### config.mk
export PLATFORM = sky130hd
export DESIGN_NAME = queue_table_top
export DESIGN_NICKNAME = d
export VERILOG_FILES = /design/src/hw/queue_table_pkg.sv /design/src/hw/queue_table_ifs.sv /design/src/hw/host_access_ctrl.sv /design/src/hw/queue_state_merge.sv /design/src/hw/queue_table_bank.sv /design/src/hw/queue_table_top.sv
export VERILOG_INCLUDE_DIRS = /design/src /design/src/hw
export SDC_FILE = /design/constraint.sdc
export NUM_CORES = 2
export LEC_CHECK = 0
export ABC_CLOCK_PERIOD_IN_PS = 17900
export BUFFER_PORTS_ARGS = -buffer_cell sky130_fd_sc_hd__buf_2
export CAP_MARGIN = 40
export CORE_ASPECT_RATIO = 2
export CORE_MARGIN = 2
export CORE_UTILIZATION = 35
export CTS_BUF_LIST = sky130_fd_sc_hd__clkbuf_4 sky130_fd_sc_hd__clkbuf_8
export CTS_CLUSTER_SIZE = 24
export DETAILED_ROUTE_END_ITERATION = 12
export SYNTH_ARGS = -nofsm -noshare
export SYNTH_HDL_FRONTEND = slang
export SYNTH_SLANG_ARGS = --single-unit
export TNS_END_PERCENT = 50
### constraint.sdc
create_clock -name pcie_clk -period 17.9 [get_ports pcie_clk]
set_input_delay 0.895 -clock pcie_clk [delete_from_list [all_inputs] [get_ports pcie_clk]]
set_output_delay 0.895 -clock pcie_clk [all_outputs]
set_load 0.01 [all_outputs]
### src/hw/queue_table_consts.svh
`ifndef QUEUE_TABLE_CONSTS_SVH
`define QUEUE_TABLE_CONSTS_SVH

// queue index, carried in the page field of the PCIe address
`define QT_QUEUE_IDX_WIDTH 4
`define QT_NUM_QUEUES 16

// eight tables, one 32-bit word per queue in each
`define QT_NUM_TABLES 8
`define QT_WORD_WIDTH 32

// ring pointers live in the low bits of a table word
`define QT_RB_PTR_WIDTH 16

// PCIe register window layout
`define QT_PCIE_ADDR_WIDTH 16
`define QT_PAGE_LSB 12
`define QT_LINE_LSB 6

// lines at the start of each page that map onto the tables
`define QT_REG_LINES 1

`endif

### src/hw/queue_table_pkg.sv
`include "queue_table_consts.svh"

package queue_table_pkg;

    // one queue, as taken from the page field
    typedef logic [`QT_QUEUE_IDX_WIDTH-1:0] queue_idx_t;

    // one table entry
    typedef logic [`QT_WORD_WIDTH-1:0] table_word_t;

    // head or tail of a ring buffer
    typedef logic [`QT_RB_PTR_WIDTH-1:0] rb_ptr_t;

    // table order is also the word slot in a 512-bit PCIe line
    typedef enum logic [2:0] {
        DSC_TAIL   = 3'd0,
        DSC_HEAD   = 3'd1,
        DSC_L_ADDR = 3'd2,
        DSC_H_ADDR = 3'd3,
        PKT_TAIL   = 3'd4,
        PKT_HEAD   = 3'd5,
        PKT_L_ADDR = 3'd6,
        PKT_H_ADDR = 3'd7
    } table_sel_e;

    // what a memory port does in a given cycle
    typedef enum logic [1:0] {
        OP_NONE  = 2'd0,
        OP_READ  = 2'd1,
        OP_WRITE = 2'd2
    } port_op_e;

endpackage

### src/hw/queue_table_ifs.sv
`timescale 1ns/1ps

////////////////////////////////////////////////////////////////////////////
// host side of a table (port b)
////////////////////////////////////////////////////////////////////////////

interface host_port_if;
    import queue_table_pkg::*;

    queue_idx_t  addr_b;
    table_word_t wr_data_b;
    port_op_e    op_b;
    table_word_t rd_data_b;

    modport ctrl (
        output addr_b,
        output wr_data_b,
        output op_b,
        input  rd_data_b
    );

    modport bank (
        input  addr_b,
        input  wr_data_b,
        input  op_b,
        output rd_data_b
    );
endinterface

////////////////////////////////////////////////////////////////////////////
// engine side of a table (port a)
////////////////////////////////////////////////////////////////////////////

interface engine_port_if;
    import queue_table_pkg::*;

    // slot 0 carries the lookup, slot 1 the tail write-back
    port_op_e    op_a [2];
    queue_idx_t  addr_a;
    queue_idx_t  wr_addr_a;
    table_word_t wr_data_a;
    table_word_t rd_data_a;
    logic        rd_valid_a;

    modport ctrl (
        output op_a,
        output addr_a,
        output wr_addr_a,
        output wr_data_a,
        input  rd_data_a,
        input  rd_valid_a
    );

    modport bank (
        input  op_a,
        input  addr_a,
        input  wr_addr_a,
        input  wr_data_a,
        output rd_data_a,
        output rd_valid_a
    );
endinterface

### src/hw/host_access_ctrl.sv
`timescale 1ns/1ps
`include "queue_table_consts.svh"

module host_access_ctrl (
    input  logic                           pcie_clk,
    input  logic                           pcie_reset_n,
    input  logic [`QT_PCIE_ADDR_WIDTH-1:0] pcie_address_0,
    input  logic                           pcie_write_0,
    input  logic                           pcie_read_0,
    input  logic [511:0]                   pcie_writedata_0,
    input  logic [63:0]                    pcie_byteenable_0,
    host_port_if.ctrl                      host [`QT_NUM_TABLES],
    output logic                           read_issued
);
    import queue_table_pkg::*;

    localparam int BYTES_PER_WORD = `QT_WORD_WIDTH / 8;

    queue_idx_t page_idx;
    queue_idx_t rd_queue_pend;
    logic       reg_region;
    logic       reg_read;
    logic       rd_pending;

    // queue comes from the page, region from the line within the page
    assign page_idx   = pcie_address_0[`QT_PAGE_LSB +: `QT_QUEUE_IDX_WIDTH];
    assign reg_region = pcie_address_0[`QT_PAGE_LSB-1:`QT_LINE_LSB] < `QT_REG_LINES;
    assign reg_read   = pcie_read_0 && reg_region;

    ////////////////////////////////////////////////////////////////////////////
    // read staging
    ////////////////////////////////////////////////////////////////////////////

    // writes win the port, so a pended read waits for a write-free cycle
    always_ff @(posedge pcie_clk) begin
        if (!pcie_reset_n) begin
            rd_pending  <= 1'b0;
            read_issued <= 1'b0;
        end else begin
            read_issued <= rd_pending && !pcie_write_0;
            if (reg_read) begin
                rd_pending <= 1'b1;
            end else if (!pcie_write_0) begin
                rd_pending <= 1'b0;
            end
        end
    end

    always_ff @(posedge pcie_clk) begin
        if (reg_read) begin
            rd_queue_pend <= page_idx;
        end
    end

    ////////////////////////////////////////////////////////////////////////////
    // port b requests, one per table
    ////////////////////////////////////////////////////////////////////////////

    for (genvar t = 0; t < `QT_NUM_TABLES; t++) begin : g_tbl
        localparam table_sel_e SEL = table_sel_e'(t);
        // tails belong to the engine
        localparam bit HOST_WR = (SEL != DSC_TAIL) && (SEL != PKT_TAIL);

        logic word_en;

        // all four bytes of the word must be enabled
        assign word_en = &pcie_byteenable_0[t*BYTES_PER_WORD +: BYTES_PER_WORD];

        always_ff @(posedge pcie_clk) begin
            if (!pcie_reset_n) begin
                host[t].op_b <= OP_NONE;
            end else if (pcie_write_0) begin
                host[t].op_b <= (HOST_WR && word_en) ? OP_WRITE : OP_NONE;
            end else if (rd_pending) begin
                host[t].op_b <= OP_READ;
            end else begin
                host[t].op_b <= OP_NONE;
            end
        end

        always_ff @(posedge pcie_clk) begin
            host[t].addr_b    <= pcie_write_0 ? page_idx : rd_queue_pend;
            host[t].wr_data_b <= pcie_writedata_0[t*`QT_WORD_WIDTH +: `QT_WORD_WIDTH];
        end
    end

    // one host read in flight at a time
    a_single_read : assert property (
        @(posedge pcie_clk) disable iff (!pcie_reset_n)
        rd_pending |-> !reg_read
    ) else $error("host read arrived while another read is pending");

endmodule

### src/hw/queue_state_merge.sv
`timescale 1ns/1ps
`include "queue_table_consts.svh"

module queue_state_merge (
    input  logic                        pcie_clk,
    input  logic                        pcie_reset_n,
    input  logic                        queue_rd_en,
    input  logic                        tail_wr_en,
    input  queue_table_pkg::queue_idx_t rd_queue,
    input  queue_table_pkg::queue_idx_t wr_queue,
    input  queue_table_pkg::rb_ptr_t    new_dsc_tail,
    input  queue_table_pkg::rb_ptr_t    new_pkt_tail,
    engine_port_if.ctrl                 engine [`QT_NUM_TABLES],
    host_port_if.ctrl                   host [`QT_NUM_TABLES],
    input  logic                        read_issued,
    output logic                        queue_ready,
    output queue_table_pkg::rb_ptr_t    dsc_head,
    output queue_table_pkg::rb_ptr_t    dsc_tail,
    output queue_table_pkg::rb_ptr_t    pkt_head,
    output queue_table_pkg::rb_ptr_t    pkt_tail,
    output logic [63:0]                 dsc_buf_addr,
    output logic [63:0]                 pkt_buf_addr,
    output logic [511:0]                pcie_readdata_0,
    output logic                        pcie_readdatavalid_0
);
    import queue_table_pkg::*;

    logic [`QT_NUM_TABLES-1:0] valid_vec;
    table_word_t               eng_word [`QT_NUM_TABLES];
    table_word_t               host_word [`QT_NUM_TABLES];
    logic [1:0]                rd_issued_d;

    for (genvar t = 0; t < `QT_NUM_TABLES; t++) begin : g_eng
        localparam table_sel_e SEL = table_sel_e'(t);
        localparam bit IS_TAIL = (SEL == DSC_TAIL) || (SEL == PKT_TAIL);

        // lookups go everywhere, write-backs only to the tails
        always_ff @(posedge pcie_clk) begin
            if (!pcie_reset_n) begin
                engine[t].op_a[0] <= OP_NONE;
                engine[t].op_a[1] <= OP_NONE;
            end else begin
                engine[t].op_a[0] <= queue_rd_en ? OP_READ : OP_NONE;
                engine[t].op_a[1] <= (IS_TAIL && tail_wr_en) ? OP_WRITE : OP_NONE;
            end
        end

        always_ff @(posedge pcie_clk) begin
            engine[t].addr_a    <= rd_queue;
            engine[t].wr_addr_a <= wr_queue;
            engine[t].wr_data_a <= (SEL == PKT_TAIL) ? table_word_t'(new_pkt_tail)
                                                     : table_word_t'(new_dsc_tail);
        end

        assign valid_vec[t] = engine[t].rd_valid_a;
        assign eng_word[t]  = engine[t].rd_data_a;
        assign host_word[t] = host[t].rd_data_b;
    end

    // every bank sees the same lookup, any of them marks it done
    assign queue_ready  = |valid_vec;
    assign dsc_head     = eng_word[DSC_HEAD][`QT_RB_PTR_WIDTH-1:0];
    assign dsc_tail     = eng_word[DSC_TAIL][`QT_RB_PTR_WIDTH-1:0];
    assign pkt_head     = eng_word[PKT_HEAD][`QT_RB_PTR_WIDTH-1:0];
    assign pkt_tail     = eng_word[PKT_TAIL][`QT_RB_PTR_WIDTH-1:0];
    assign dsc_buf_addr = {eng_word[DSC_H_ADDR], eng_word[DSC_L_ADDR]};
    assign pkt_buf_addr = {eng_word[PKT_H_ADDR], eng_word[PKT_L_ADDR]};

    ////////////////////////////////////////////////////////////////////////////
    // host readback
    ////////////////////////////////////////////////////////////////////////////

    // issue pulse lines up with port b data two cycles on
    always_ff @(posedge pcie_clk) begin
        if (!pcie_reset_n) begin
            rd_issued_d          <= 2'b00;
            pcie_readdatavalid_0 <= 1'b0;
        end else begin
            rd_issued_d          <= {rd_issued_d[0], read_issued};
            pcie_readdatavalid_0 <= rd_issued_d[1];
        end
    end

    // words 8 to 15 read as zero
    always_ff @(posedge pcie_clk) begin
        if (rd_issued_d[1]) begin
            pcie_readdata_0 <= '0;
            for (int t = 0; t < `QT_NUM_TABLES; t++) begin
                pcie_readdata_0[t*`QT_WORD_WIDTH +: `QT_WORD_WIDTH] <= host_word[t];
            end
        end
    end

endmodule

### src/hw/queue_table_bank.sv
`timescale 1ns/1ps
`include "queue_table_consts.svh"

module queue_table_bank (
    input logic         pcie_clk,
    host_port_if.bank   host,
    engine_port_if.bank engine
);
    import queue_table_pkg::*;

    table_word_t mem [`QT_NUM_QUEUES];

    logic        rd_a;
    logic        wr_a;
    logic        rd_b;
    logic        wr_b;
    logic        hit_a;
    logic        hit_b;
    logic        rd_a_q;
    logic        byp_sel;
    table_word_t byp_word;
    table_word_t mem_q_a;
    table_word_t mem_q_b;

    assign rd_a = engine.op_a[0] == OP_READ;
    assign wr_a = engine.op_a[1] == OP_WRITE;
    assign rd_b = host.op_b == OP_READ;
    assign wr_b = host.op_b == OP_WRITE;

    // lookup meets a write of its own queue in the same cycle
    assign hit_b = rd_a && wr_b && (host.addr_b == engine.addr_a);
    assign hit_a = rd_a && wr_a && (engine.wr_addr_a == engine.addr_a);

    // port a wins if both ports write one entry
    always_ff @(posedge pcie_clk) begin
        if (wr_b) begin
            mem[host.addr_b] <= host.wr_data_b;
        end
        if (wr_a) begin
            mem[engine.wr_addr_a] <= engine.wr_data_a;
        end
    end

    ////////////////////////////////////////////////////////////////////////////
    // port a, two-stage read with bypass
    ////////////////////////////////////////////////////////////////////////////

    always_ff @(posedge pcie_clk) begin
        // no memory read on a collision
        if (rd_a && !hit_a && !hit_b) begin
            mem_q_a <= mem[engine.addr_a];
        end
        byp_sel  <= hit_a || hit_b;
        byp_word <= hit_a ? engine.wr_data_a : host.wr_data_b;
        rd_a_q   <= rd_a;
    end

    always_ff @(posedge pcie_clk) begin
        engine.rd_data_a  <= byp_sel ? byp_word : mem_q_a;
        engine.rd_valid_a <= rd_a_q;
    end

    ////////////////////////////////////////////////////////////////////////////
    // port b, two-stage read
    ////////////////////////////////////////////////////////////////////////////

    always_ff @(posedge pcie_clk) begin
        if (rd_b) begin
            mem_q_b <= mem[host.addr_b];
        end
        host.rd_data_b <= mem_q_b;
    end

    // a tail write may only ride along with a lookup of the same queue
    a_one_queue_on_a : assert property (
        @(posedge pcie_clk)
        (rd_a && wr_a) |-> (engine.wr_addr_a == engine.addr_a)
    ) else $error("port a write and lookup target different queues");

endmodule

### src/hw/queue_table_top.sv
`timescale 1ns/1ps
`include "queue_table_consts.svh"

module queue_table_top (
    input  logic                           pcie_clk,
    input  logic                           pcie_reset_n,

    // PCIe register window
    input  logic [`QT_PCIE_ADDR_WIDTH-1:0] pcie_address_0,
    input  logic                           pcie_write_0,
    input  logic                           pcie_read_0,
    input  logic [511:0]                   pcie_writedata_0,
    input  logic [63:0]                    pcie_byteenable_0,
    output logic [511:0]                   pcie_readdata_0,
    output logic                           pcie_readdatavalid_0,

    // fpga2cpu engine
    input  logic                           queue_rd_en,
    input  queue_table_pkg::queue_idx_t    rd_queue,
    input  logic                           tail_wr_en,
    input  queue_table_pkg::queue_idx_t    wr_queue,
    input  queue_table_pkg::rb_ptr_t       new_dsc_tail,
    input  queue_table_pkg::rb_ptr_t       new_pkt_tail,
    output logic                           queue_ready,
    output queue_table_pkg::rb_ptr_t       dsc_head,
    output queue_table_pkg::rb_ptr_t       dsc_tail,
    output logic [63:0]                    dsc_buf_addr,
    output queue_table_pkg::rb_ptr_t       pkt_head,
    output queue_table_pkg::rb_ptr_t       pkt_tail,
    output logic [63:0]                    pkt_buf_addr
);

    logic read_issued;

    host_port_if   host_ports [`QT_NUM_TABLES] ();
    engine_port_if engine_ports [`QT_NUM_TABLES] ();

    host_access_ctrl host_access_ctrl_inst (
        .pcie_clk          (pcie_clk),
        .pcie_reset_n      (pcie_reset_n),
        .pcie_address_0    (pcie_address_0),
        .pcie_write_0      (pcie_write_0),
        .pcie_read_0       (pcie_read_0),
        .pcie_writedata_0  (pcie_writedata_0),
        .pcie_byteenable_0 (pcie_byteenable_0),
        .host              (host_ports),
        .read_issued       (read_issued)
    );

    // one bank per table, in table_sel_e order
    for (genvar t = 0; t < `QT_NUM_TABLES; t++) begin : g_bank
        queue_table_bank queue_table_bank_inst (
            .pcie_clk (pcie_clk),
            .host     (host_ports[t]),
            .engine   (engine_ports[t])
        );
    end

    queue_state_merge queue_state_merge_inst (
        .pcie_clk             (pcie_clk),
        .pcie_reset_n         (pcie_reset_n),
        .queue_rd_en          (queue_rd_en),
        .tail_wr_en           (tail_wr_en),
        .rd_queue             (rd_queue),
        .wr_queue             (wr_queue),
        .new_dsc_tail         (new_dsc_tail),
        .new_pkt_tail         (new_pkt_tail),
        .engine               (engine_ports),
        .host                 (host_ports),
        .read_issued          (read_issued),
        .queue_ready          (queue_ready),
        .dsc_head             (dsc_head),
        .dsc_tail             (dsc_tail),
        .pkt_head             (pkt_head),
        .pkt_tail             (pkt_tail),
        .dsc_buf_addr         (dsc_buf_addr),
        .pkt_buf_addr         (pkt_buf_addr),
        .pcie_readdata_0      (pcie_readdata_0),
        .pcie_readdatavalid_0 (pcie_readdatavalid_0)
    );

endmodule

# After elaboration in Yosys (flattened, before gate mapping)
# Memories as Yosys holds them, arrays and structs flattened. A register that Yosys moved wholly into a read port is not among the register bits.
# Index checks and enable logic that the tools add are counted.
totals:
  regBits: 1232
  ram_bits: 4096
  memories: 8
classes:
  order_cmp: 1
  eq_ne: 20
  n_mux: 70
  bitwise_logic: 1
  n_reduce_logical: 59
mem_list:
  columns: ["name", "words", "word_bits", "read_ports", "rd_ports_with_merged_regs", "write_ports", "line", "text"]
  rows:
  - ["g_bank[0].queue_table_bank_inst.mem", 16, 32, 2, 2, 2, "queue_table_bank.sv:11", "table_word_t mem [`QT_NUM_QUEUES];"]
  - ["g_bank[1].queue_table_bank_inst.mem", 16, 32, 2, 2, 1, "queue_table_bank.sv:11", null]
  - ["g_bank[2].queue_table_bank_inst.mem", 16, 32, 2, 2, 1, "queue_table_bank.sv:11", null]
  - ["g_bank[3].queue_table_bank_inst.mem", 16, 32, 2, 2, 1, "queue_table_bank.sv:11", null]
  - ["g_bank[4].queue_table_bank_inst.mem", 16, 32, 2, 2, 2, "queue_table_bank.sv:11", null]
  - ["g_bank[5].queue_table_bank_inst.mem", 16, 32, 2, 2, 1, "queue_table_bank.sv:11", null]
  - ["+2 memories", null, null, null, null, null, null, null]
op_table:
  columns: ["op", "count"]
  rows:
  - ["$mux 32", 10]
  - ["$mux 16", 12]
  - ["$reduce_or 32->1", 6]
  - ["$logic_and 1x1->1", 29]
  - ["$mux 1", 28]
  - ["$mux 4", 7]
  - ["$mux 2", 13]
  - ["$reduce_and 4->1", 6]
  - ["$eq 2x1->1 const B", 8]
  - ["$eq 2x2->1 const B", 8]
  - ["$logic_not 1->1", 10]
  - ["$eq 4x4->1", 2]
  - ["$logic_or 1x1->1", 7]
  - ["$lt 6x1->1 const B", 1]
  - ["$eq 2x2->1 const AB", 1]
  - ["$ne 2x1->1 const B", 1]
  - ["$reduce_or 2->1", 1]
  - ["$not 1->1", 1]

# Depth between registers and ports, before layout
depth:
  ltp_word: 6
  mapped_depth: 8
  depth_no_buf: 4

# Least setup slack after synthesis
# No wires, ideal clock.
synth_path:
  kind: "register -> register"
  from: "register queue_state_merge_inst.rd_issued_d[1]"
  to: "register queue_state_merge_inst.pcie_readdata_0[0] (enable)"
  arrival_ps: 5193
  required_ps: 17293
  path_slack_ps: 12101
  stages_incl_launch_ff: 1
  path_buffers: 0
  path_cell_list: "dfxtp_1"
synth_lines:
  columns: ["item", "line", "text"]
  rows:
  - ["start: declaration", "queue_state_merge.sv:31", "logic [1:0] rd_issued_d;"]
  - ["start signal: assignment", "queue_state_merge.sv:79", "rd_issued_d <= {rd_issued_d[0], read_issued};"]
  - ["end signal: indexed assignment", "queue_state_merge.sv:89", "pcie_readdata_0[t*`QT_WORD_WIDTH +: `QT_WORD_WIDTH] <= host_word[t];"]
  - ["end: declaration", "queue_state_merge.sv:23", "output logic [511:0] pcie_readdata_0,"]
# No word-level cell between the ends.

==> flow_metrics.env <==
export IMPL_slowest_delay_ns=0.72
export IMPL_h_tree_depth=6
export IMPL_io_pins=1344
export IMPL_yosysWarnings=0
export IMPL_synth_most_common_cell="edfxtp_1"
export IMPL_worst_pin_slew_ns=1.48
export IMPL_yosys_top_cells_count="edfxtp_1 (4228), mux4_2 (1583), dfxtp_1 (899), a22oi_1 (659), buf_4 (382)"
export IMPL_chipHeight_um=1070
export IMPL_nets=11600
export IMPL_async_flop_share=0
export IMPL_cts_made_buffers=739
export IMPL_syn_to_final_growth_pct=16.2
export IMPL_overflow=0
export IMPL_path_buf_inv=6
export IMPL_hpwl_um=375000
export IMPL_synthCells=9527
export IMPL_rsz0062_at_grt="no"
export IMPL_fin_setup_tns_ns=0
export IMPL_grt_use_met2=0.372
export IMPL_power_density_nw_per_um2=106
export IMPL_yosys_top_cells_area="edfxtp_1 (64%), mux4_2 (18%), dfxtp_1 (9.0%)"
export IMPL_ys_types=43
export IMPL_regArea_um2=145000
export IMPL_clk_latency_ns=1.20
export IMPL_grt_util_all_layers=0.220
export IMPL_start_util=0.351
export IMPL_grt_max_degree=147
export IMPL_hold_violations=0
export IMPL_syn_avg_cell_area_um2=20.9
export IMPL_p_leak_nw=76.8
export IMPL_grt_pass1_wl_um=881000
export IMPL_antenna_found_initial=115
export IMPL_netlist_area_leader_share=0.636
export IMPL_cp_num_cells=9
export IMPL_peakVddDrop_mv=0.0917
export IMPL_drt_total_wl_um=643000
export IMPL_synthFlopType="edfxtp_1"
export IMPL_r2r_cells=9
export IMPL_core_area_um2=569000
export IMPL_clock_fmax_mhz=203
export IMPL_routedWlPerCell_um=33.6
export IMPL_viasPerCell=5.60
export IMPL_place_gp_congestion=0.749
export IMPL_status="finished clean"
export IMPL_nFillCells=50000
export IMPL_cts_clk_slew_worst_paths_ns=0.07
export IMPL_clock_skew_ns=0.129
export IMPL_min_path_type="input port to flop"
export IMPL_yosys_area_top_type="edfxtp_1"
export IMPL_worstPathCellList="buf_12 > buf_4 > buf_4 > buf_4 > buf_16 > buf_4 > mux4_2 > a22oi_1 > nand2_1"
export IMPL_fin_crit_sh=0.276
export IMPL_synth_seq_cells=5127
export IMPL_setup_viol=0
export IMPL_worstSetupEndpointType="flop"
export IMPL_clock_sinks=5127
export IMPL_drive_gt1_frac=0.380
export IMPL_grtUsageMet3=0.0462
export IMPL_gr_usage_met1=0.263
export IMPL_dpl_cell_count=17400
export IMPL_maxSlewHeadroom=0.0110
export IMPL_cts_tree="done"
export IMPL_post_layout_nonfiller_instances=19100
export IMPL_root_buffer="clkbuf_8"
export IMPL_worstPathArrival_ns=5.86
export IMPL_die_w_um=538
export IMPL_std_cell_rows=392
export IMPL_num_vias=107000
export IMPL_crit_path_start_kind="flop"
export IMPL_critPathKind="flop to flop"
export IMPL_critPathMaxFanout=41
export IMPL_syn_cell_area_um2=200000
export IMPL_post_cts_setup_buffer_count=0
export IMPL_grt_pass1_vias=115000
export IMPL_multiInputGateArea_um2=51500
export IMPL_drc=0
export IMPL_period_needed_ns=4.94
export IMPL_clockBufferDepth=5
export IMPL_drv_slew=0
export IMPL_path_common_cell="buf_4"
export IMPL_max_cap_viol_count=0
export IMPL_dp_slack_ns=12.81
export IMPL_busiest_layer="met2"
export IMPL_critPathTopFamily="buffers and inverters"
export IMPL_die_area_um2=577000
export IMPL_setup_slack_ns=12.96
export IMPL_synth_edf_count=4228
export IMPL_port_buffers=721
export IMPL_hold_depth=3
export IMPL_drt_initial_drc_count=10900
export IMPL_dr_pass1_iters=8
export IMPL_slowest_stage="buf_4"
export IMPL_ys_seq_area_frac=0.726
export IMPL_ant_nets=0
export IMPL_required_ns=18.82
## final cells by class
type | instances | share of cell area
inverters | 4 | 0.0000755
multi-input cells | 3780 | 0.222
flip-flops and latches | 5127 | 0.625
clock inverters | 276 | 0.0108
clock buffers | 1089 | 0.0581
diodes | 68 | 0.000734
repair buffers | 1307 | 0.0423
well taps | 7486 | 0.0404
## registers in the layout, indices dropped and copies added, names as in the netlist, 7 cells and up
signal and count:
host_access_ctrl_inst.host.wr_data_b 224, g_bank.queue_table_bank_inst.mem_q_b 224, queue_state_merge_inst.pcie_readdata_0 224, g_bank.queue_table_bank_inst.mem_q_a 192, host_access_ctrl_inst.host.op_b 7, g_bank.queue_table_bank_inst.mem 3584
g_bank.queue_table_bank_inst.engine.rd_data_a 192, queue_state_merge_inst.engine.wr_data_a 32, g_bank.queue_table_bank_inst.host.rd_data_b 224, g_bank.queue_table_bank_inst.byp_word 192, g_bank.queue_table_bank_inst.byp_sel 7
## stage by stage
step                instance area (um2)  hold WS (ns)  power (mW)  utilization
CTS                              232000        0.0392        24.9        0.407
finish                           232000         0.191        24.6        0.408
global route                     232000         0.146        25.4        0.407
floorplan                        201000         0.310        14.2            -
global placement                 212000         0.317        14.7        0.372
detailed placement               213000         0.327        14.7        0.374
## per-layer routing
layer / routed length [um] / vias up
li1: - / 42300
met1: 233000 / 57200
met2: 322000 / 5936
met3: 53900 / 1613
met4: 33800 / 46
met5: 299 / -
## power breakdown
| group | leakage (nW) | internal (mW) | switching [mW] |
|---|---|---|---|
| logic | 22.6 | 0.572 | 0.750 |
| clock network | 8.46 | 5.41 | 4.69 |
| registers | 45.7 | 13.0 | 0.175 |
| total | 76.8 | 19.0 | 5.62 |
## final timing paths
kind	slack [ns]	endpoint	startpoint
max	12.96	g_bank[7].queue_table_bank_inst.mem_q_a[15]	queue_state_merge_inst.engine[0].addr_a[0]
min	0.19	host_access_ctrl_inst.host[2].op_b[1]	pcie_byteenable_0[9]
max reg2reg	12.96	g_bank[7].queue_table_bank_inst.mem_q_a[15]	queue_state_merge_inst.engine[0].addr_a[0]
min reg2reg	0.30	g_bank[5].queue_table_bank_inst.host.rd_data_b[4]	g_bank[5].queue_table_bank_inst.mem_q_b[4]
## kinds of logic (layout without fill, tap and decap cells)
family / Yosys count / after routing / synth area share
buf+inv: 907 / 2676 / 0.0264
other cells: 1 / 356 / 0.0000188
simple gates: 591 / 591 / 0.0119
compound gates: 923 / 923 / 0.0344
xor+xnor: 5 / 5 / 0.000219
mux: 1973 / 1973 / 0.201
flops: 5127 / 5127 / 0.726
## what timing repair did
| action | 4_1_cts | 5_1_grt |
|---|---|---|
| hold buffers | 274 | 0 |
| hold endpoints to repair | 276 | 0 |
| resized for setup | 0 | 0 |
| setup endpoints to repair | 0 | 0 |
## cell usage in the layout, fill, tap and decap left out, types with 40 or more instances in the layout
| cell | count |
|---|---|
| edfxtp_1 | 4228 |
| mux4_2 | 1583 |
| dfxtp_1 | 885 |
| clkbuf_8 | 845 |
| buf_2 | 721 |
| a22oi_1 | 659 |
| nand2_1 | 333 |
| conb_1 | 288 |
| mux2_2 | 278 |
| dlygate4sd3_1 | 274 |
| buf_4 | 246 |
| clkbuf_4 | 244 |
| o22ai_1 | 131 |
| nor2_4 | 114 |
| clkinv_2 | 107 |
| mux2i_1 | 84 |
| clkinv_1 | 72 |
| diode_2 | 68 |
| nor2_1 | 62 |
| a22o_1 | 40 |
| buf_16 | 40 |
## worst reg2reg max path: cells and delay by family (launching register included)
| kind | cells | cell delay, ns |
|---|---|---|
| mux | 1 | 0.63 |
| simple gates | 1 | 0.11 |
| buf+inv | 6 | 3.07 |
| flops | 1 | 0.58 |
| compound gates | 1 | 0.26 |
Power figures use the tool's default switching activity.
